<file path="src/common/tcb_lite_pkg.sv">
// TCB-Lite shared definitions
// bus widths, access size and memory phase encodings,
// request, response and lane records used across the subsystem

package tcb_lite_pkg;

    //////////////////////////////////////////////////
    // bus geometry
    //////////////////////////////////////////////////

    // byte address width
    localparam int ADR = 16;
    // data width
    localparam int DAT = 32;
    // byte lanes per word
    localparam int BYT = DAT / 8;
    // address bits that pick a lane
    localparam int MAX = $clog2(BYT);

    //////////////////////////////////////////////////
    // encodings
    //////////////////////////////////////////////////

    // access size, log2 of the byte count
    typedef enum logic [1:0] {
        SIZ_B = 2'd0,
        SIZ_H = 2'd1,
        SIZ_W = 2'd2
    } siz_e;

    // memory phase
    typedef enum logic {
        MEM_CLEAR = 1'b0,
        MEM_RUN   = 1'b1
    } mem_state_e;

    //////////////////////////////////////////////////
    // records
    //////////////////////////////////////////////////

    // bus request, data already placed on its lanes
    typedef struct packed {
        logic           wen;
        logic [ADR-1:0] adr;
        logic [BYT-1:0] byt;
        logic [DAT-1:0] wdt;
    } req_t;

    // bus response, whole word
    typedef struct packed {
        logic [DAT-1:0] rdt;
        logic           err;
    } rsp_t;

    // what the bridge remembers per transfer for realignment
    typedef struct packed {
        logic [MAX-1:0] off;
        siz_e           siz;
        logic           wen;
    } lane_t;

endpackage

</file>
<file path="src/rtl/tcb_lite_rsp_fifo.sv">
// TCB-Lite response queue
// circular buffer holding responses in order, with occupancy count
// and a valid/ready output stream

`timescale 1ns/1ps

module tcb_lite_rsp_fifo #(
    parameter int RSP_DEPTH = 4
) (
    input  logic                             man,
    input  logic                             rst_n,
    input  logic                             push,
    input  tcb_lite_pkg::rsp_t               wdata,
    output logic [$clog2(RSP_DEPTH+1)-1:0]   count,
    output logic                             rsp_vld,
    input  logic                             rsp_rdy,
    output tcb_lite_pkg::rsp_t               rdata
);
    import tcb_lite_pkg::*;

    localparam int CW = $clog2(RSP_DEPTH + 1);
    localparam int PW = (RSP_DEPTH > 1) ? $clog2(RSP_DEPTH) : 1;

    rsp_t          buf_q [RSP_DEPTH];
    logic [PW-1:0] wr_ptr;
    logic [PW-1:0] rd_ptr;
    logic          pop;

    // pointer step, wraps for any depth
    function automatic logic [PW-1:0] ptr_next(logic [PW-1:0] ptr);
        return (ptr == PW'(RSP_DEPTH - 1)) ? '0 : ptr + 1'b1;
    endfunction

    // head is valid whenever something is stored
    assign rsp_vld = (count != '0);
    assign pop     = rsp_vld && rsp_rdy;
    assign rdata   = buf_q[rd_ptr];

    //////////////////////////////////////////////////
    // storage
    //////////////////////////////////////////////////

    always_ff @(posedge man) begin
        if (push) begin
            buf_q[wr_ptr] <= wdata;
        end
    end

    // pointers and count, push and pop may coincide
    always_ff @(posedge man or negedge rst_n) begin
        if (!rst_n) begin
            wr_ptr <= '0;
            rd_ptr <= '0;
            count  <= '0;
        end else begin
            if (push) begin
                wr_ptr <= ptr_next(wr_ptr);
            end
            if (pop) begin
                rd_ptr <= ptr_next(rd_ptr);
            end
            count <= count + CW'(push) - CW'(pop);
        end
    end

    a_no_overflow: assert property (@(posedge man) disable iff (!rst_n)
        push |-> (count < CW'(RSP_DEPTH)))
        else $error("push into full response queue");

endmodule

</file>
<file path="config.mk">
export PLATFORM = sky130hd
export DESIGN_NAME = tcb_lite_rsp_fifo
export DESIGN_NICKNAME = d
export VERILOG_FILES = /design/src/common/tcb_lite_pkg.sv /design/src/rtl/tcb_lite_rsp_fifo.sv
export SDC_FILE = /design/constraint.sdc
export NUM_CORES = 1
export LEC_CHECK = 0
export ABC_AREA = 1
export ABC_CLOCK_PERIOD_IN_PS = 3290
export BUFFER_PORTS_ARGS = -buffer_cell sky130_fd_sc_hd__buf_2
export CAP_MARGIN = 20
export CORE_MARGIN = 2
export CORE_UTILIZATION = 60
export CTS_CLUSTER_SIZE = 30
export DETAILED_ROUTE_END_ITERATION = 12
export HOLD_SLACK_MARGIN = 0.03
export PLACE_DENSITY_LB_ADDON = 0.05
export SLEW_MARGIN = 5
export SYNTH_ARGS = -nofsm -noshare
export SYNTH_HDL_FRONTEND = slang
export SYNTH_SLANG_ARGS = --single-unit
</file>
<file path="constraint.sdc">
create_clock -name man -period 3.29 [get_ports man]
set_input_delay 0.1645 -clock man [delete_from_list [all_inputs] [get_ports man]]
set_output_delay 0.1645 -clock man [all_outputs]
set_load 0.1 [all_outputs]
</file>
* After elaboration in Yosys (flattened, before gate mapping) *
Memories as Yosys holds them, arrays and structs flattened.
Cells that the tools add are included.

cells by class
  add/subtract/negate cells = 4
  equal/unequal tests = 2
  multiplexer cells = 4
  reductions and logical operators = 2

operators by type and width
  operator                                                       count
  2-bit by 1-bit adder with 2-bit output, second input constant  2
  2-bit == test, second input constant                           2
  2-bit two-way mux                                              2
  3-bit by 1-bit adder with 3-bit output                         1
  3-bit nonzero test                                             1
  3-bit by 1-bit subtractor with 3-bit output                    1
  1-bit two-way mux                                              2
  1-bit logical AND                                              1

storage, ports and cells
  register bits = 7
  RAM bits = 132
  input bits = 37
  word-level logic and storage cells = 16
  memories = 1

memories
  memory  depth  width  read ports  clocked after memory_dff  write ports  RTL line                 source
  buf_q   4      33     1           0                         1            tcb_lite_rsp_fifo.sv:24  rsp_t buf_q [RSP_DEPTH];

* Logic depth before layout (Yosys ltp) *
  word-level depth = 3
  depth in mapped cells = 12
  depth with buffers taken out = 12

* Worst setup path after synthesis *
No wires, ideal clock.

  path kind = reg-to-reg
  start = register count[1]
  end = register count[1]
  arrival = 2999 ps
  data required time = 3176 ps
  path slack = 176 ps
  stages on the path, launching flop included = 11
  buffers on the path = 0
  clock period less this slack = 3114 ps
  cell sequence = dfrtp_1 > nor2_1 > nand2_1 > nand2_1 > inv_1 > ha_1 > inv_1 > ha_1 > inv_1 > fa_1 > inv_1

on the way
  longest elaborated chain between the ends = 3

ends and longest elaborated chain
  item                                         RTL line                 source
  start, declared                              tcb_lite_rsp_fifo.sv:14  output logic [$clog2(RSP_DEPTH+1)-1:0] count,
  start signal, assigned                       tcb_lite_rsp_fifo.sv:62  count <= count + CW'(push) - CW'(pop);
  3-bit nonzero test                           tcb_lite_rsp_fifo.sv:35  assign rsp_vld = (count != '0);
  via rsp_vld                                  tcb_lite_rsp_fifo.sv:15  output logic rsp_vld,
  1-bit logical AND                            tcb_lite_rsp_fifo.sv:36  assign pop = rsp_vld && rsp_rdy;
  via pop                                      tcb_lite_rsp_fifo.sv:27  logic pop;
  3-bit by 1-bit subtractor with 3-bit output  tcb_lite_rsp_fifo.sv:62

The timed path passes the listed nets, and every way through them passes these cells.
A chain may end at the register's enable or synchronous reset.

==> results.toml <==
[cells_and_area]
multi_input_area_um2 = 1290
area_delta_synth_final_pct = 22.7
layout-drive-gt1-share_pct = 29.6
antenna_cells = 0
fill_cells = 637
seq_area_um2 = 4140
nets = 597

[place]
portBuffers = 73
pre_cts_ws_ns = 1.07
gp_congestion = 0.774
place_hpwl_um = 5730

[setup_path]
crit_path_max_incr_delay_ns = 0.88
cp_data_arrival_time_ns = 2.59
r2r_start = "count[1]$_DFF_PN0_"
reg2reg_to = "count[1]$_DFF_PN0_"
cp_max_fo = 59
start_kind = "flop"
critPathKind = "flop to primary output"
ff2ff_setup_slack_ns = 1.33
r2r_cells = 10
critPathRequiredTime_ns = 3.13
path_cells = "buf_4, o211ai_1, nand2_1, buf_2"
worst_setup_path_end_kind = "primary output"
cpMaxStageDelayCell = "dfrtp_4"

[logic_synthesis]
synth_top_area_cell = "edfxtp_1"
synth-seq-cells = 139
avgSynthCellArea_um2 = 13.5
synthAdderAreaFrac_pct = 1.82
synth_top_family_by_area = "compound AO/OA/AOI/OAI gates"
synth.yosys.warnings = 0
synth_fp_nets = 482
synth_common_cells = "edfxtp_1, nand2_1, inv_1"
async_flop_share_pct = 5.04
synth_compound_area_share_pct = 11.3
synth_cell_types = 18
yosysMostFrequentCell = "edfxtp_1"
synth-xor-area-share_pct = 0.296
synth_mux_area_share_pct = 0
ys_top_cells_by_area = "edfxtp_1, o211ai_2, nand2_1"
synth_edf_count = 132
synth-main-ff-cell = "edfxtp_1"
postSynthCellCount = 437
synth_top_area_share_pct = 67.0
syn_area_um2 = 5910
synth.yosys.seq_area_share_pct = 70.0
yosys.area_share.simple_pct = 8.44

[sta]
max_freq_mhz = 363
slew_violations = 0
rsz0062_at_grt = "no"
skew_ns = 0.00559
max_slew_margin_pct = 34.3
hold_viol_final = 0
finalSetupTns_ns = 0
worst_pin_slew_ns = 0.984
setup_viol_count_final = 0
final.min_clock_period_ns = 2.75
final.period_utilization_pct = 83.7
setup_slack_ns = 0.536
holdWs_ns = 0.405

[cts]
cts_buffer_depth = 2
cts_resized = 0
cts_setup_buffers = 0
numClockSinks = 139
path_clk_slew_ns = 0.06
cts_tree = "built"
cts_buffers = 17
cts_hold_buf = 37
htree_levels = 4
cts-root-buf = "clkbuf_8"
clk_latency_ns = 0.51

[drt]
antenna_left = 0
drt_iter0_markers = 134
wl_um = 10100
drt-vias-per-instance = 4.85
via_count = 3388
dr.pass1.iters = 6
drc = 0
routedWlPerCell_um = 14.5

[hold_path]
hold_path_class = "input pin to flop"
hold_start = "wdata[8]"
holdPathEnd = "buf_q[2][8]$_DFFE_PP_"
hold_path_depth = 2

[global_routing]
grt_use_total_pct = 20.8
grt_pass1_vias = 3362
grt_pass1_wl_um = 16200
grt_max_degree = 60
gr-total-overflow = 0
antenna_found_initial = 0

[run]
max_cap_violations = 0

[die]
ios = 74
num_rows = 36
initial_utilization_pct = 61.1
die_area_um2 = 10700
die_y_um = 103
core_area_um2 = 9680
die_w_um = 103

[run_status]
outcome = "completed"
worst max-delay path by stage:
stage                                      from            endpoint  slack, ns  cells past startpoint
after floorplan              count[1]$_DFF_PN0_  count[1]$_DFF_PN0_       0.18                     10
after global placement    rd_ptr[0]$_DFFE_PN0P_            rdata[1]       1.10                      4
after detailed placement  rd_ptr[0]$_DFFE_PN0P_            rdata[3]       1.07                      4
after CTS                 rd_ptr[0]$_DFFE_PN0P_            rdata[3]       0.51                      4
after global routing      rd_ptr[0]$_DFFE_PN0P_            rdata[5]       0.37                      4
final                     rd_ptr[0]$_DFFE_PN0P_            rdata[3]       0.54                      4
cells in the final DEF, fill, tap and decap left out, types with 6 or more instances in the layout:
cell and count:
o211ai_2 33, inv_1 77, dfrtp_1 6, buf_4 8
nand2_1 94, edfxtp_1 132, dlygate4sd3_1 37, clkbuf_16 16
o211ai_1 33, buf_2 73, nand2_2 20, ha_1 7
final cells by class:
cell class                 count  share of cell area (%)
sequential                   139                    57.1
tap                          133                    2.29
clock inverter                13                    1.93
inverter                      79                    4.09
multi-input combinational    197                    17.8
timing repair buffer         118                    11.0
clock buffer                  19                    5.81
worst max-delay path: cells and delay by family (launching register included):
family          cells  cell delay, ns
buf+inv             2            0.88
flops               1            0.88
compound gates      1            0.16
simple gates        1            0.11
flip-flops by register name, indices dropped and copies added (netlist names):
register	count
count	3
rd_ptr	2
wr_ptr	2
buf_q	132
through the flow:
stage                     utilization [%]  cells  cell area [µm²]
after floorplan                         -    437             5910
after global placement               65.3    629             6330
after detailed placement             65.3    629             6330
after CTS                            74.9    698             7260
after global routing                 74.9    698             7260
final                                74.9    698             7260
metal layers:
layer | vias up | GRT usage, % | wire [µm]
met1 | 1572 | 26.7 | 4490
met2 | 78 | 34.5 | 5110
li1 | 1729 | - | -
met5 | - | 0 | 0
met3 | 9 | 5.44 | 376
met4 | 0 | 7.69 | 146
cells by family after synthesis:
family	Yosys count
AND/OR/NAND/NOR	119
AO/OA/AOI/OAI	68
XOR/XNOR	2
flip-flops	139
buffers and inverters	101
adder cells (fa/ha/maj)	8
Power is not shown: default switching activity piles up to over one toggle a cycle in this logic, so the estimate is an artifact.
