## src/common/tcb_lite_pkg.sv

```systemverilog
// TCB-Lite shared definitions
// bus widths, access size and memory phase encodings,
// request, response and lane records used across the subsystem

package tcb_lite_pkg;

    //////////////////////////////////////////////////
    // bus geometry
    //////////////////////////////////////////////////

    // byte address width
    localparam int ADR = 16;
    // data width
    localparam int DAT = 32;
    // byte lanes per word
    localparam int BYT = DAT / 8;
    // address bits that pick a lane
    localparam int MAX = $clog2(BYT);

    //////////////////////////////////////////////////
    // encodings
    //////////////////////////////////////////////////

    // access size, log2 of the byte count
    typedef enum logic [1:0] {
        SIZ_B = 2'd0,
        SIZ_H = 2'd1,
        SIZ_W = 2'd2
    } siz_e;

    // memory phase
    typedef enum logic {
        MEM_CLEAR = 1'b0,
        MEM_RUN   = 1'b1
    } mem_state_e;

    //////////////////////////////////////////////////
    // records
    //////////////////////////////////////////////////

    // bus request, data already placed on its lanes
    typedef struct packed {
        logic           wen;
        logic [ADR-1:0] adr;
        logic [BYT-1:0] byt;
        logic [DAT-1:0] wdt;
    } req_t;

    // bus response, whole word
    typedef struct packed {
        logic [DAT-1:0] rdt;
        logic           err;
    } rsp_t;

    // what the bridge remembers per transfer for realignment
    typedef struct packed {
        logic [MAX-1:0] off;
        siz_e           siz;
        logic           wen;
    } lane_t;

endpackage

```

## src/common/tcb_lite_if.sv

```systemverilog
// TCB-Lite bus interface
// valid/ready request handshake, fixed latency response,
// and the transfer delay line that marks when the response is valid

`timescale 1ns/1ps

interface tcb_lite_if #(
    parameter int DLY = 1
) (
    input logic man,
    input logic rst_n
);
    import tcb_lite_pkg::*;

    // handshake
    logic vld;
    logic rdy;

    // payload
    req_t req;
    rsp_t rsp;

    // transfer strobe and its delayed copies
    logic           trn;
    logic [DLY:0]   trn_dly;
    logic [DLY-1:0] trn_q;

    // a transfer is vld and rdy in the same cycle
    assign trn = vld && rdy;

    // bit 0 is the live transfer, bit DLY marks the response
    assign trn_dly = {trn_q, trn};

    always_ff @(posedge man or negedge rst_n) begin
        if (!rst_n) begin
            trn_q <= '0;
        end else begin
            trn_q <= trn_dly[DLY-1:0];
        end
    end

    //////////////////////////////////////////////////
    // views
    //////////////////////////////////////////////////

    modport mgr (
        input  man, rst_n, rdy, rsp, trn, trn_dly,
        output vld, req
    );

    modport sub (
        input  man, rst_n, vld, req, trn, trn_dly,
        output rdy, rsp
    );

    modport mon (
        input  man, rst_n, vld, rdy, req, rsp, trn, trn_dly
    );

endinterface

```

## src/tcb_lite_man/tcb_lite_man_bridge.sv

```systemverilog
// TCB-Lite manager bridge
// turns byte/half/word commands into lane-steered bus requests,
// realigns the returned word and pushes it to the response queue,
// with credit flow control so a response always has a slot

`timescale 1ns/1ps

module tcb_lite_man_bridge #(
    parameter int DLY       = 1,
    parameter int RSP_DEPTH = 4
) (
    input  logic                             man,
    input  logic                             rst_n,
    input  logic                             cmd_vld,
    output logic                             cmd_rdy,
    input  logic                             cmd_wen,
    input  tcb_lite_pkg::siz_e               cmd_siz,
    input  logic [tcb_lite_pkg::ADR-1:0]     cmd_adr,
    input  logic [tcb_lite_pkg::DAT-1:0]     cmd_wdt,
    tcb_lite_if.mgr                          bus,
    output logic                             que_push,
    output tcb_lite_pkg::rsp_t               que_wdata,
    input  logic [$clog2(RSP_DEPTH+1)-1:0]   que_count
);
    import tcb_lite_pkg::*;

    localparam int CW = $clog2(RSP_DEPTH + 1);

    // transfers issued but not yet pushed
    logic [CW-1:0] fly_q;
    // one extra bit so an underflow shows as the top bit
    logic [CW:0]   credit;
    logic          has_credit;

    // realignment record pipeline
    lane_t lane_d;
    lane_t lane_q [1:DLY];

    // bytes covered by an access size
    function automatic int unsigned siz_bytes(siz_e siz);
        case (siz)
            SIZ_B:   return 1;
            SIZ_H:   return 2;
            default: return BYT;
        endcase
    endfunction

    // lane of command byte i, wraps inside the word
    function automatic logic [MAX-1:0] lane_of(int unsigned i, logic [MAX-1:0] off);
        return MAX'(i) + off;
    endfunction

    //////////////////////////////////////////////////
    // credit and handshake
    //////////////////////////////////////////////////

    assign credit     = (CW+1)'(RSP_DEPTH) - (CW+1)'(que_count) - (CW+1)'(fly_q);
    assign has_credit = (credit != '0) && !credit[CW];

    // bus vld only with credit, so every transfer is an accepted command
    assign bus.vld = cmd_vld && has_credit;
    assign cmd_rdy = bus.rdy && has_credit;

    always_ff @(posedge man or negedge rst_n) begin
        if (!rst_n) begin
            fly_q <= '0;
        end else begin
            fly_q <= fly_q + CW'(bus.trn) - CW'(que_push);
        end
    end

    //////////////////////////////////////////////////
    // request lane steering
    //////////////////////////////////////////////////

    always_comb begin
        bus.req.wen = cmd_wen;
        bus.req.adr = cmd_adr;
        bus.req.byt = '0;
        bus.req.wdt = '0;
        for (int unsigned i = 0; i < BYT; i++) begin
            if (i < siz_bytes(cmd_siz)) begin
                bus.req.byt[lane_of(i, cmd_adr[MAX-1:0])] = 1'b1;
                // unused lanes stay zero
                if (cmd_wen) begin
                    bus.req.wdt[8*lane_of(i, cmd_adr[MAX-1:0]) +: 8] = cmd_wdt[8*i +: 8];
                end
            end
        end
    end

    //////////////////////////////////////////////////
    // response realignment
    //////////////////////////////////////////////////

    assign lane_d = '{off: cmd_adr[MAX-1:0], siz: cmd_siz, wen: cmd_wen};

    // stage DLY lines up with trn_dly[DLY]
    always_ff @(posedge man) begin
        lane_q[1] <= lane_d;
        for (int i = 2; i <= DLY; i++) begin
            lane_q[i] <= lane_q[i-1];
        end
    end

    assign que_push = bus.trn_dly[DLY];

    always_comb begin
        que_wdata.err = bus.rsp.err;
        que_wdata.rdt = '0;
        // writes return no data
        if (!lane_q[DLY].wen) begin
            for (int unsigned i = 0; i < BYT; i++) begin
                if (i < siz_bytes(lane_q[DLY].siz)) begin
                    que_wdata.rdt[8*i +: 8] =
                        bus.rsp.rdt[8*lane_of(i, lane_q[DLY].off) +: 8];
                end
            end
        end
    end

    // credit must keep the queue from overflowing
    a_no_push_full: assert property (@(posedge man) disable iff (!rst_n)
        que_push |-> (que_count != CW'(RSP_DEPTH)))
        else $error("response pushed into a full queue");

    // stalled request must not change
    a_req_hold: assert property (@(posedge man) disable iff (!rst_n)
        (bus.vld && !bus.rdy) |=> $stable(bus.req))
        else $error("bus request changed while stalled");

endmodule

```

## src/flat_wrapper.sv

```systemverilog
// flat-port wrapper written by rule: the top's interface ports become plain ports
module tcb_lite_man_bridge_flat import tcb_lite_pkg::*;
#(
    parameter int DLY       = 1,
    parameter int RSP_DEPTH = 4
)
  (man, rst_n, cmd_vld, cmd_rdy, cmd_wen, cmd_siz, cmd_adr, cmd_wdt, que_push, que_wdata, que_count, bus_rdy, bus_rsp, bus_vld, bus_req);
  tcb_lite_if #(.DLY(DLY)) bus_i (.man(man), .rst_n(rst_n));
  input  logic man;
  input  logic rst_n;
  input  logic cmd_vld;
  output logic cmd_rdy;
  input  logic cmd_wen;
  input  tcb_lite_pkg::siz_e cmd_siz;
  input  logic [tcb_lite_pkg::ADR-1:0] cmd_adr;
  input  logic [tcb_lite_pkg::DAT-1:0] cmd_wdt;
  output logic que_push;
  output tcb_lite_pkg::rsp_t que_wdata;
  input  logic [$clog2(RSP_DEPTH+1)-1:0] que_count;
  input wire logic [$bits(bus_i.rdy)-1:0] bus_rdy;
  input wire logic [$bits(bus_i.rsp)-1:0] bus_rsp;
  output wire logic [$bits(bus_i.vld)-1:0] bus_vld;
  output wire logic [$bits(bus_i.req)-1:0] bus_req;
  assign bus_i.rdy = bus_rdy;
  assign bus_i.rsp = bus_rsp;
  assign bus_vld = bus_i.vld;
  assign bus_req = bus_i.req;
  tcb_lite_man_bridge #(.DLY(DLY), .RSP_DEPTH(RSP_DEPTH)) u_core (.man(man), .rst_n(rst_n), .cmd_vld(cmd_vld), .cmd_rdy(cmd_rdy), .cmd_wen(cmd_wen), .cmd_siz(cmd_siz), .cmd_adr(cmd_adr), .cmd_wdt(cmd_wdt), .bus(bus_i), .que_push(que_push), .que_wdata(que_wdata), .que_count(que_count));
endmodule
```

## config.mk

```make
export PLATFORM = sky130hd
export DESIGN_NAME = tcb_lite_man_bridge_flat
export DESIGN_NICKNAME = d
export VERILOG_FILES = /design/src/common/tcb_lite_pkg.sv /design/src/common/tcb_lite_if.sv /design/src/tcb_lite_man/tcb_lite_man_bridge.sv /design/src/flat_wrapper.sv
export SDC_FILE = /design/constraint.sdc
export NUM_CORES = 1
export LEC_CHECK = 0
export ABC_AREA = 1
export BUFFER_PORTS_ARGS = -buffer_cell sky130_fd_sc_hd__clkbuf_2
export CORE_UTILIZATION = 25
export CTS_CLUSTER_SIZE = 28
export DETAILED_ROUTE_END_ITERATION = 12
export HOLD_SLACK_MARGIN = 0.03
export PLACE_DENSITY = 0.58
export SKIP_LAST_GASP = 1
export SLEW_MARGIN = 20
export SYNTH_ARGS = -nofsm -noshare
export SYNTH_HDL_FRONTEND = slang
export SYNTH_SLANG_ARGS = --single-unit
```

## constraint.sdc

```tcl
create_clock -name man -period 5.29 [get_ports man]
set_input_delay 0.2645 -clock man [delete_from_list [all_inputs] [get_ports man]]
set_output_delay 0.2645 -clock man [all_outputs]
set_load 0.05 [all_outputs]
```

# == Word level (Yosys, flattened, before mapping) ==
# Memory sizes are Yosys's and may differ from the RTL's.
# Cells that the tools add are included.
# totals
reg_bits,4
mem_bits_rw,5
input_bits,91
out_inout_bits,89
wordCells,90
n_memories,1
# mem_list
name,depth,word_bits,read_ports,rd_clocked_by_memory_dff,wr,line,text
u_core.lane_q,1,5,1,0,1,tcb_lite_man_bridge.sv:37,lane_t lane_q [1:DLY];
# classes
n_addsub,14
order_cmp,16
n_eq_ne,2
shifts,12
n_mux,27
n_bitwise,4
reduce_logical,12
# op_table
cell,n
$mux 32,6
$mux 36,4
$neg 5->34,4
$shift 8x34->32 const A,4
$shiftx 8x34->32,4
$shiftx 32x6->8,4
$bwmux 32,3
$lt 1x32->1 const A,2
$lt 2x32->1 const A,2
$and 32x32->32,1
$mux 8,4
$lt 2x3->1 const B,4
$or 4x4->4,3
$pmux 3 s2,2
$add 2x2->2 const A,4
$demux 1 s2,4
$ge 2x1->1 const B,4
$logic_and 1x1->1,8
$lt 1x3->1 const A,2
$lt 2x3->1 const A,2
$add 1x2->2 const A,2
$eq 2x1->1 const B,2
$logic_not 2->1,2
$mux 1,4
other kinds (6),6

# == Longest topological paths before layout ==
# Gate-level depths: netlist (run 1).
# logic_depth
depth_word,14
ltp_mapped,12
mapped_depth_nobuf,11

# == Worst setup path before layout (run 1) ==
# No wires, ideal clock.
# synth_path
path_type,register to register
startpoint,register u_core.fly_q[1]
endpoint,register u_core.fly_q[2]
setup_time_ps,129
t_arrival_ps,2547
required_time_ps,5161
path_slack_ps,2615
stages_incl_launch_ff,11
path_buffers,0
cell_sequence,dfrtp_1 ha_1 inv_1 ha_1 fa_1 o31ai_1 nor3_1 ha_1 fa_1 xnor2_1 xor2_1
# synth_between
elab_chain_cells,7
elab_cells_between_ends,8
# synth_rtl
element,line,text
"start, declared",tcb_lite_man_bridge.sv:30,logic [CW-1:0] fly_q;
"start signal, assigned",tcb_lite_man_bridge.sv:68,fly_q <= fly_q + CW'(bus.trn) - CW'(que_push);
$sub 4x3->4 *,tcb_lite_man_bridge.sv:57,assign credit = (CW+1)'(RSP_DEPTH) - (CW+1)'(que_count) - (CW+1)'(fly_q);
$reduce_bool 4->1 or $logic_not 1->1 (tied branches),tcb_lite_man_bridge.sv:58,assign has_credit = (credit != '0) && !credit[CW];
$logic_and 1x1->1 *,tcb_lite_man_bridge.sv:58,
$logic_and 1x1->1 *,tcb_lite_man_bridge.sv:61,assign bus.vld = cmd_vld && has_credit;
$logic_and 1x1->1 *,tcb_lite_if.sv:29,assign trn = vld && rdy;
named net bus_i.trn,tcb_lite_if.sv:24,logic trn;
$add 3x1->3 *,tcb_lite_man_bridge.sv:68,
$sub 3x1->3 *,tcb_lite_man_bridge.sv:68,
# Mark *: on every way through the listed nets, which the timed path passes. The rest lies on a longest branch.

# == Final worst setup path (run 1) ==
# layout_path
startpoint,input port cmd_adr[0] (netlist name)
endpoint,output port bus_req[11]
# layout_between
elab_chain_cells,14
elab_cells_between_ends,27
# layout_rtl
element,line,text
"start, declared",flat_wrapper.sv:15,input logic [tcb_lite_pkg::ADR-1:0] cmd_adr;
$neg 5->34,tcb_lite_man_bridge.sv:86,"bus.req.wdt[8*lane_of(i, cmd_adr[MAX-1:0]) +: 8] = cmd_wdt[8*i +: 8];"
$shiftx 8x34->32 or $shift 8x34->32 (tied branches),tcb_lite_man_bridge.sv:86,
$and 32x32->32 (no source line),n/a,
$mux 32,tcb_lite_man_bridge.sv:85,if (cmd_wen) begin
$mux 36,tcb_lite_man_bridge.sv:82,if (i < siz_bytes(cmd_siz)) begin
$bwmux 32,tcb_lite_man_bridge.sv:86,
$mux 32,tcb_lite_man_bridge.sv:85,
$mux 36,tcb_lite_man_bridge.sv:82,
$bwmux 32,tcb_lite_man_bridge.sv:86,
$mux 32,tcb_lite_man_bridge.sv:85,
$mux 36,tcb_lite_man_bridge.sv:82,
$bwmux 32,tcb_lite_man_bridge.sv:86,
$mux 32,tcb_lite_man_bridge.sv:85,
$mux 36 *,tcb_lite_man_bridge.sv:82,
"end, declared",flat_wrapper.sv:23,output wire logic [$bits(bus_i.req)-1:0] bus_req;
# Every way passes the cells marked *; elsewhere a longest branch is shown, timed or not.

==> summary.md, run 1 <==
| Metric | Value |
|---|---|
| Crit-path cells | clkbuf_2 > inv_2 > ha_1 > inv_1 > nand2_2 > nand4_1 > nor2_1 > nand2_1 > nand2_1 > clkbuf_2 |
| Number of synthesized flops with an enable pin | 0 |
| H-tree levels | 1 |
| IO Pins | 180 |
| Die W | 120 µm |
| Starting DRT DRC Count | ~610 |
| Setup crit end kind | output pin |
| CP max FO | 20 |
| Initial DRT Pass Iterations | 5 |
| Lkg Pwr | 2.58 nW |
| Data required time at the worst endpoint | 5.03 ns |
| Max Freq | about 330 MHz |
| Flop2flop setup slack | 2.42 ns |
| GRT Overall Usage | between 15 and 20% |
| Layout area overhead | 23.3% |
| Clock skew | approximately 0.0015 ns |
| Mapped Area | 0.00345 mm² |
| Status | complete, no violations |
| Setup CP Type | input port to output pin |
| Hold crit path type | input port to register |
| #FFs+latches synth | 9 |
| CTS tree | yes |
| Final-stage net count | roughly 940 |
| Worst-margin pin slew | ~0.99 ns |
| FFs w/ async S/R, synth | 44.4% |
| Fin area | around 0.0043 mm² |
| Die Y-Extent | 120 µm |
| First-pass GRT wire length | between 20 and 25 mm |
| Seq/Total Area, Yosys | under 10% |
| Die outline area | 0.0143 mm² |
| Resized cells post-CTS | 0 |
| Final Total Pwr | about 0.79 mW |
| Min setup slack post-route | 2.24 ns |
| IR drop worst, VDD | 82.5 µV |
| Grt ovf | 0 |
| Post-Place Cells | around 1,000 |
| Netlist cell types | 30 |
| CTS max path bufs | 2 |
| I/O Buffers | 149 |
| Sinks on Clock Net | 9 |
| ANT nets after route | 0 |
| Wire length per cell | between 10 and 15 µm |
| Clock transition at path regs | about 0.040 ns |
| Crit path DAT | between 2 and 3 ns |
| Vias per std cell | 4.90 |
| Synth warnings | 0 |
| Fillers | 1,546 |
| Antenna violations before repair | 0 |
| Slew HR | between 30% and 40% |
| Post-Synthesis Cells | between 700 and 800 |
| Slew Viols, Final | 0 |
| Worst-Skew Late Latency | 0.23 ns |
| Final Non-Filler Cells | approximately 1,000 |
| Fin Setup TNS | 0 ns |
| DRC errors left | 0 |
| Post-placement cell area | between 0.004 and 0.005 mm² |
| Clock root buffer | clkbuf_16 |
| Worst setup SP type | input port |
| Main synth FF type | dfxtp_1 |
| Syn Area/Cell | 4.82 µm² |
| Routability cong. | ~0.9 |
| Minimum clock period | approximately 3.1 ns |
| Period utilization | 57.7% |
| Num CTS Buffers | 3 |
| RSZ-0062 raised after global routing | false |
| Num rows | 42 |
| Share of cells above drive strength 1 | between 20% and 30% |
| Via Count | between 4,000 and 5,000 |
| Pre-CTS WS | 2.04 ns |
| Final Hold Viols | 0 |
| Worst Path Buf+Inv | 4 |
| Vias in the first global route | 4,412 |
| Delay-heaviest family, CP | buffers and inverters |
| Detailed Route WL | ~14 mm |
| Largest net degree at the start of global routing | 35 |
| Power Dens Cells | around 190 mW/mm² |
| Core area | between 0.01 and 0.015 mm² |
| Minimum hold slack | 0.180 ns |
| Worst path max stage delay | approximately 0.48 ns |
| N_diodes | 0 |
| CP max stage cell | nor2_1 |
| Core Util, Final | between 30% and 40% |
| Max-Cap Viols | 0 |
| Syn Nets | 825 |
| # setup viols final | 0 |
| DPL Wire Length | roughly 11 mm |
| Initial core utilization | between 20% and 30% |
-- placed cells by master (no fill, tap or decap) --
master         instances
nor3_1                14
nand4_1                2
fa_1                   2
inv_2                  3
a21oi_1               44
nand2_1              232
dlygate4sd3_1          1
clkinv_1               2
o21ai_1                4
a31oi_1                3
nor2_2                 4
o31ai_1                2
nor2_1               126
nand3b_1               2
o221ai_1               3
nand2_2                3
dfrtp_1                4
xnor2_4                1
ha_1                  16
dfxtp_2                1
xnor2_1                1
clkbuf_1               1
dfxtp_1                4
o21ai_0               59
or2_2                  1
nor3_2                 2
nand3_1               48
clkbuf_16              3
inv_1                 89
xor2_1                 2
clkbuf_2             149
a211oi_1               1
-- logic make-up after synthesis --
| group | count (synthesis) | synth area share, % |
|---|---|---|
| xor+xnor | 4 | 1.56 |
| simple gates | 434 | 50.7 |
| fa+ha+maj | 18 | 6.96 |
| compound gates | 116 | 17.5 |
| flops | 9 | 5.80 |
| buf+inv | 135 | 17.5 |
-- synthesized netlist by cell type (3+ instances only) --
| cell type | instances | share of area (%) |
|---|---|---|
| dfrtp_1 | 4 | 2.9 |
| inv_1 | 89 | 9.7 |
| clkbuf_1 | 8 | 0.87 |
| nor2_2 | 4 | 0.72 |
| nand2_2 | 3 | 0.54 |
| inv_2 | 3 | 0.33 |
| a21oi_1 | 44 | 6.4 |
| ha_1 | 16 | 5.8 |
| o21ai_1 | 4 | 0.58 |
| o221ai_1 | 3 | 0.76 |
| nor3_1 | 14 | 2.0 |
| nand2_1 | 232 | 25 |
| nand3_1 | 48 | 7.0 |
| o21ai_0 | 59 | 8.6 |
| a31oi_1 | 3 | 0.54 |
| nor2_1 | 126 | 14 |
| buf_4 | 22 | 4.8 |
| dfxtp_1 | 5 | 2.9 |
| buf_2 | 11 | 1.6 |
-- registers in the layout, indices dropped and copies added (netlist names) --
name           count
bus_i.trn_q        1
u_core.lane_q      5
u_core.fly_q       3
-- power breakdown --
group	internal [mW]	switching (mW)
clock	0.101	0.0319
combinational	0.152	0.407
sequential	0.0869	0.0155
-- per-layer routing --
| metal | share of wire, % | GRT usage (%) | up-vias |
|---|---|---|---|
| li1 | - | - | 2457 |
| met1 | 45 | 26.8 | 2148 |
| met2 | 44 | 29.7 | 297 |
| met3 | 9.1 | 1.28 | 24 |
| met4 | 1.8 | 4.53 | 0 |
| met5 | 0 | 0 | - |
-- worst paths after layout --
kind,end,startpoint,cells past startpoint
max,bus_req[11],cmd_adr[0],10
min,u_core.lane_q[1][2],cmd_siz[1],1
max reg2reg,u_core.fly_q[2],u_core.fly_q[1],10
min reg2reg,u_core.fly_q[2],u_core.fly_q[2],1
max in group asynchronous,u_core.fly_q[0],rst_n,2
min in group asynchronous,bus_i.trn_q,rst_n,2
-- area by class of cell --
| class | instances | area, µm² | area share (%) |
|---|---|---|---|
| Tap cell | 176 | 220 | 5.17 |
| Sequential cell | 9 | 201 | 4.73 |
| Clock buffer | 4 | 78.8 | 1.85 |
| Multi-Input combinational cell | 572 | 2650 | 62.2 |
| Inverter | 94 | 353 | 8.29 |
| Timing Repair Buffer | 150 | 756 | 17.7 |
-- worst reg2reg max path: stages (launching register included) --
cell and delay [ns]:
dfrtp_1 0.40, ha_1 0.28, inv_1 0.04, ha_1 0.20
fa_1 0.45, o31ai_1 0.36, nor3_1 0.12, ha_1 0.23
fa_1 0.39, xnor2_1 0.17, xor2_1 0.16
-- repair_timing --
| action | 4_1_cts | 5_1_grt |
|---|---|---|
| hold buffers | 1 | 0 |
| buffers inserted | 0 | 0 |
| endpoints found under the hold margin | 4 | 0 |
Power figures use the tool's default switching activity.
==> run 2: changes to the inputs <==
- ABC_AREA: 1 -> 0
- PLACE_DENSITY: 0.58 -> 0.6
- clock period: 5.29 -> 3.05 ns (I/O delays scaled with it)
==> summary.md, run 2 <==
| Metric | Value |
|---|---|
| Status | complete, no violations |
| N_diodes | 0 (unchanged) |
| Syn Nets | 457 (-45%) |
| Crit path DAT | 2.89 ns (+0.10 ns) |
| Post-synthesis cell type with the largest combined area | mux4_2 |
| Hold crit path type | input port to register |
| Min-Delay Path Depth | 1 (unchanged) |
| Most numerous cell in the Yosys netlist | nor2b_1 |
| FFs w/ async S/R, synth | 44.4% (unchanged) |
| GRT Overall Usage | 15.6% (-2.9 points) |
| Period utilization | between 90% and 100% |
| Minimum clock period | 2.78 ns |
| Commonest cells in the synthesized netlist | nor2b_1, mux4_2, a22oi_1, buf_4, nand3_1 |
| Reg with most FFs | u_core.lane_q |
| Max Freq | between 300 and 400 MHz |
| Antenna violations before repair | 0 (unchanged) |
| CTS max path bufs | 2 (unchanged) |
| Commonest non-fill, non-tap cell in the layout | clkbuf_2 |
| Clock power share | 17.5% (+0.8 points) |
| Synth warnings | 0 (unchanged) |
| First-pass GRT wire length | 16.6 mm (-24%) |
| Switching power | 0.657 mW (+45%) |
| Worst-Skew Late Latency | 0.23 ns (about the same) |
| Power Dens Cells | 335 mW/mm² (+80%) |
| CP max stage cell | fa_1 |
| Worst setup SP type | register |
| R2r startpoint | u_core.fly_q[1] |
| Max-Cap Viols | 0 (unchanged) |
| Slew Viols, Final | 0 (unchanged) |
| Vias per std cell | 5.38 (+9.7%) |
| Initial core utilization | 25.8% (-0.043 points) |
| Routability cong. | 0.949 (+2.5%) |
| Vias in the first global route | 3,233 (-27%) |
| Seq/Total Area, Yosys | 6.43% (+0.63 points) |
| Critical R2R Capture | u_core.fly_q[2] |
| Syn Area/Cell | 8.95 µm² (+86%) |
| Via Count | 3,392 (-31%) |
| # setup viols final | 0 (unchanged) |
| Num rows | 40 (-4.8%) |
| Die Y-Extent | 114 µm (-4.9%) |
| CP most frequent cell | ha_1 |
| Clock skew | 0.000323 ns (-0.00115 ns) |
| R2r worst-path depth | 11 (+1) |
| H-tree levels | 1 (unchanged) |
| Hold buffers post-CTS | 1 (unchanged) |
| Setup crit end kind | register |
| Starting DRT DRC Count | 266 (-57%) |
| Minimum hold slack | 0.0930 ns (-0.0873 ns) |
| Sinks on Clock Net | 9 (unchanged) |
| Crit-path cells | ha_1 > inv_1 > ha_1 > fa_1 > nor3_1 > nor2_1 > and3_1 > ha_1 > fa_1 > xor2_1 > xnor2_1 |
| Post-Synthesis Cells | 348 (-51%) |
| Postcts setup bufs | 0 (unchanged) |
| DPL Wire Length | 8.74 mm (-21%) |
| Clock transition at path regs | 0.04 ns (about the same) |
| Core Util, Final | 32.1% (+0.18 points) |
| Fin Setup TNS | 0 ns (unchanged) |
| Die W | 114 µm (-4.9%) |
| Post-Place Cells | 626 (-37%) |
| CTS tree | yes |
| Number of flip-flops in the largest register | 5 (unchanged) |
| Commonest cells after routing, fill and taps aside | clkbuf_2, nor2b_1, mux4_2 |
| Worst-margin pin slew | 0.818 ns (-0.175 ns) |
| Synth top area share | 23.1% (-2.1 points) |
| #FFs+latches synth | 9 (unchanged) |
| DRC errors left | 0 (unchanged) |
| Layout area overhead | 24.2% |
| IO Pins | 180 (unchanged) |
| Number of synthesized flops with an enable pin | 0 (unchanged) |
| Biggest regs | u_core.lane_q (5), u_core.fly_q (3), bus_i.trn_q (1) |
| Hold EP | u_core.lane_q[1][3] |
| Final Hold Viols | 0 (unchanged) |
| Netlist cell types | 51 (+70%) |
| Combinational Power Share | 68.7% (-1.7 points) |
| Detailed Route WL | 10.5 mm (-23%) |
| Flop2flop setup slack | 0.27 ns (-2.15 ns) |
| Hold_sp | cmd_adr[0] |
| Largest net degree at the start of global routing | 33 (-5.7%) |
| ANT nets after route | 0 (unchanged) |
| IR drop worst, VDD | 187 µV (+130%) |
| CP max FO | 3 (-85%) |
| Die outline area | 0.0129 mm² (-9.6%) |
| Int Pwr | 0.637 mW (+88%) |
| Mapped Area | 0.00311 mm² (-9.8%) |
| Share of power burned in registers | 13.8% (+0.9 points) |
| Main synth FF type | dfxtp_1 |
| Final Non-Filler Cells | 631 (-37%) |
| RSZ-0062 raised after global routing | false |
| Grt ovf | 0 (unchanged) |
| Setup CP Type | register to register |
| Synth top area cells | mux4_2, nor2b_1, a22oi_1 |
| I/O Buffers | 149 (unchanged) |
| Num CTS Buffers | 3 (unchanged) |
| Sw Share | 50.8% (-6.4 points) |
| Core area | 0.0121 mm² (-9.6%) |
| Share of cells above drive strength 1 | 44.9% (+25 points) |
| Initial DRT Pass Iterations | 5 (unchanged) |
| Fillers | 1,254 (-19%) |
| Slew HR | 45.4% (+12 points) |
| Resized cells post-CTS | 0 (unchanged) |
| Wire length per cell | 16.6 µm (+22%) |
| Clock root buffer | clkbuf_16 |
| Data required time at the worst endpoint | 3.16 ns (-1.87 ns) |
| Worst path max stage delay | 0.44 ns (-0.04 ns) |
| Final-stage net count | 573 (-39%) |
| Lkg Pwr | 1.66 nW (-36%) |
run 2: cell count changes in the layout (fill, tap and decap cells not counted), sizes merged, moves of 23 or more:
cell / previous run / this run
o21ai: 63 / 22
nand3: 48 / 25
nor2b: 0 / 42
a21oi: 44 / 1
mux4: 0 / 32
nand2: 235 / 23
a22oi: 0 / 31
inv: 92 / 11
nor2: 130 / 5
run 2: worst max-delay path, delay by kind of cell (launching register included):
family / cells / cell delay, ns
simple gates: 3 / 0.41
buf+inv: 1 / 0.04
fa+ha+maj: 5 / 1.52
xor+xnor: 2 / 0.29
flops: 1 / 0.40
run 2: worst max-delay path by stage:
stage                      end       startpoint  slack [ns]
3_3_place_gp   u_core.fly_q[2]  u_core.fly_q[1]        0.31
4_1_cts        u_core.fly_q[2]  u_core.fly_q[1]        0.26
2_1_floorplan  u_core.fly_q[2]  u_core.fly_q[1]        0.42
3_5_place_dp   u_core.fly_q[2]  u_core.fly_q[1]        0.30
5_1_grt        u_core.fly_q[2]  u_core.fly_q[1]        0.15
6_report       u_core.fly_q[2]  u_core.fly_q[1]        0.27
run 2: routing by layer:
layer,wire [µm],vias to the layer above,GRT usage (%)
li1,-,1569,-
met1,4390,1590,20.0
met2,5100,220,28.0
met3,816,13,1.22
met4,190,0,4.56
met5,0,-,0
run 2: area by class of cell:
cell class | instances | area [µm²] | area share [%]
flip-flops and latches | 9 | 201 | 5.21
well taps | 168 | 210 | 5.43
repair buffers | 156 | 801 | 20.7
clock buffers | 4 | 78.8 | 2.04
inverters | 11 | 41.3 | 1.07
multi-input cells | 283 | 2540 | 65.6
run 2: kinds of logic after synthesis:
group / share of synthesized area (%)
and+or+nand+nor: 27.4
AOI/OAI and AO/OA: 22.0
buffers and inverters: 12.1
muxes: 23.5
adders and majority gates: 7.71
DFF: 6.43
xor gates and xnor gates: 0.844
run 2: stage by stage:
stage	instance area [µm²]	setup WS (ns)	power, mW
after floorplan	3110	0.415	0.896
after global placement	3780	0.310	1.05
after detailed placement	3780	0.298	1.07
after CTS	3870	0.262	1.30
after global routing	3870	0.151	1.38
final	3870	0.271	1.29
run 2: power groups by stage:
stage / logic [mW] / registers (mW) / clock network [mW]
6_report: 0.889 / 0.179 / 0.227
2_1_floorplan: 0.716 / 0.180 / 0
3_3_place_gp: 0.869 / 0.180 / 0
4_1_cts: 0.894 / 0.179 / 0.231
5_1_grt: 0.956 / 0.183 / 0.239
3_5_place_dp: 0.887 / 0.181 / 0
==> run 3: changes to the inputs <==
- RECOVER_POWER: not set -> 50
==> summary.md, run 3 (synthesis gave the netlist of run 2 again) <==
| Metric | Value |
|---|---|
| Final Non-Filler Cells | 631 (unchanged) |
| CTS max path bufs | 2 (unchanged) |
| Routability cong. | 0.949 (unchanged) |
| Hold buffers post-CTS | 1 (unchanged) |
| Final Total Pwr | 1.29 mW (-0.70%) |
| Share of cells above drive strength 1 | 38.4% (-6.5 points) |
| Clock root buffer | clkbuf_16 |
| Wire length per cell | 16.7 µm (+0.19%) |
| Hold EP | u_core.lane_q[1][3] |
| CP most frequent cell | ha_1 |
| Minimum hold slack | 0.118 ns (+0.0249 ns) |
| Die Y-Extent | 114 µm (unchanged) |
| Number of flip-flops in the largest register | 5 (unchanged) |
| H-tree levels | 1 (unchanged) |
| R2r worst-path depth | 11 (unchanged) |
| Postcts setup bufs | 0 (unchanged) |
| Worst Path Buf+Inv | 1 (unchanged) |
| IR drop worst, VDD | 187 µV (+0.16%) |
| CP max stage cell | fa_1 |
| Worst setup SP type | register |
| Clock skew | 0.000309 ns (-0.0000148 ns) |
| Minimum clock period | 2.78 ns (-0.000251 ns) |
| Final Hold Viols | 0 (unchanged) |
| Max-Cap Viols | 0 (unchanged) |
| R2r startpoint | u_core.fly_q[1] |
| Slew Viols, Final | 0 (unchanged) |
| Core area | 0.0121 mm² (unchanged) |
| Max Freq | 360 MHz (about the same) |
| N_diodes | 0 (unchanged) |
| Starting DRT DRC Count | 272 (+2.3%) |
| Fin area | 0.00383 mm² (-1.0%) |
| Vias per std cell | 5.43 (+1.0%) |
| IO Pins | 180 (unchanged) |
| Num rows | 40 (unchanged) |
| I/O Buffers | 149 (unchanged) |
| Die outline area | 0.0129 mm² (unchanged) |
| CTS tree | yes |
| Setup CP Type | register to register |
| Commonest non-fill, non-tap cell in the layout | clkbuf_2 |
| GRT Overall Usage | 15.6% (unchanged) |
| Commonest cells after routing, fill and taps aside | clkbuf_2, nor2b_1, mux4_2 |
| Slew HR | 46.0% (+0.57 points) |
| Reg with most FFs | u_core.lane_q |
| ANT nets after route | 0 (unchanged) |
| Post-Place Cells | 626 (unchanged) |
| Layout area overhead | 22.9% |
| Die W | 114 µm (unchanged) |
| Vias in the first global route | 3,233 (unchanged) |
| Post-placement cell area | 0.00378 mm² (unchanged) |
| # setup viols final | 0 (unchanged) |
| Initial DRT Pass Iterations | 7 (+2) |
| Sinks on Clock Net | 9 (unchanged) |
| CP max FO | 3 (unchanged) |
| Min-Delay Path Depth | 1 (unchanged) |
| Delay-heaviest family, CP | adder cells |
| Worst-margin pin slew | 0.810 ns (-0.00850 ns) |
| Lkg Pwr | 1.56 nW (-5.7%) |
| Detailed Route WL | 10.5 mm (+0.19%) |
| Worst path max stage delay | 0.44 ns (about the same) |
| Clock transition at path regs | 0.04 ns (about the same) |
| Hold_sp | cmd_adr[0] |
| Final-stage net count | 573 (unchanged) |
| Flop2flop setup slack | 0.27 ns (about the same) |
| Period utilization | 91.1% (about the same) |
| Setup crit end kind | register |
| Largest net degree at the start of global routing | 33 (unchanged) |
| Grt ovf | 0 (unchanged) |
| DPL Wire Length | 8.74 mm (unchanged) |
| Status | complete, no violations |
| Via Count | 3,427 (+1.0%) |
| Power Dens Cells | 336 mW/mm² (+0.34%) |
| Critical R2R Capture | u_core.fly_q[2] |
| Hold crit path type | input port to register |
| Num CTS Buffers | 3 (unchanged) |
| Antenna violations before repair | 0 (unchanged) |
| Biggest regs | u_core.lane_q (5), u_core.fly_q (3), bus_i.trn_q (1) |
| Crit-path cells | ha_1 > inv_1 > ha_1 > fa_1 > nor3_1 > nor2_1 > and3_1 > ha_1 > fa_1 > xor2_1 > xnor2_1 |
| Fin Setup TNS | 0 ns (unchanged) |
| First-pass GRT wire length | 16.6 mm (unchanged) |
| Worst-Skew Late Latency | 0.23 ns (about the same) |
| DRC errors left | 0 (unchanged) |
| Crit path DAT | 2.89 ns (about the same) |
| Data required time at the worst endpoint | 3.16 ns (about the same) |
| RSZ-0062 raised after global routing | false |
| Initial core utilization | 25.8% (unchanged) |
| Resized cells post-CTS | 0 (unchanged) |
-- run 3: cell count changes in the layout (fill, tap and decap cells not counted) --
| cell | before | now |
|---|---|---|
| clkbuf_1 | 1 | 31 |
| clkbuf_2 | 149 | 120 |
| buf_4 | 6 | 5 |
-- run 3: metrics by stage --
stage / util, % / setup WS [ns]
final: 31.7 / 0.271
after global placement: 31.3 / 0.310
after global routing: 31.7 / 0.150
after detailed placement: 31.3 / 0.298
after CTS: 32.1 / 0.262
after floorplan: - / 0.415
-- run 3: layout make-up --
| class | count | area (µm²) |
|---|---|---|
| clock buffer | 4 | 78.8 |
| tap | 168 | 210 |
| fill | 1276 | 8230 |
| timing repair buffer | 156 | 761 |
| sequential | 9 | 201 |
| inverter | 11 | 41.3 |
| multi-input combinational | 283 | 2540 |
-- run 3: worst max path at each step --
stage,slack [ns],cells after the start,to,start
after floorplan,0.42,11,u_core.fly_q[2],u_core.fly_q[1]
after global placement,0.31,11,u_core.fly_q[2],u_core.fly_q[1]
after detailed placement,0.30,11,u_core.fly_q[2],u_core.fly_q[1]
after CTS,0.26,11,u_core.fly_q[2],u_core.fly_q[1]
after global routing,0.15,7,bus_req[25],cmd_adr[1]
final,0.27,11,u_core.fly_q[2],u_core.fly_q[1]
-- run 3: power by group --
group	total, mW	leakage [nW]	internal [mW]	switching (mW)
Sequential	0.179	0.0908	0.151	0.0278
Clock	0.227	0.0382	0.174	0.0523
Combinational	0.881	1.43	0.303	0.577
Total	1.29	1.56	0.628	0.657
-- run 3: per-layer routing --
| layer | track usage [%] | part of all wire (%) | up-vias | routed length, µm |
|---|---|---|---|---|
| met4 | 4.56 | 1.8 | 0 | 187 |
| li1 | - | - | 1567 | - |
| met1 | 20.0 | 42 | 1625 | 4420 |
| met3 | 1.22 | 7.4 | 15 | 782 |
| met5 | 0 | 0 | - | 0 |
| met2 | 28.0 | 49 | 220 | 5120 |
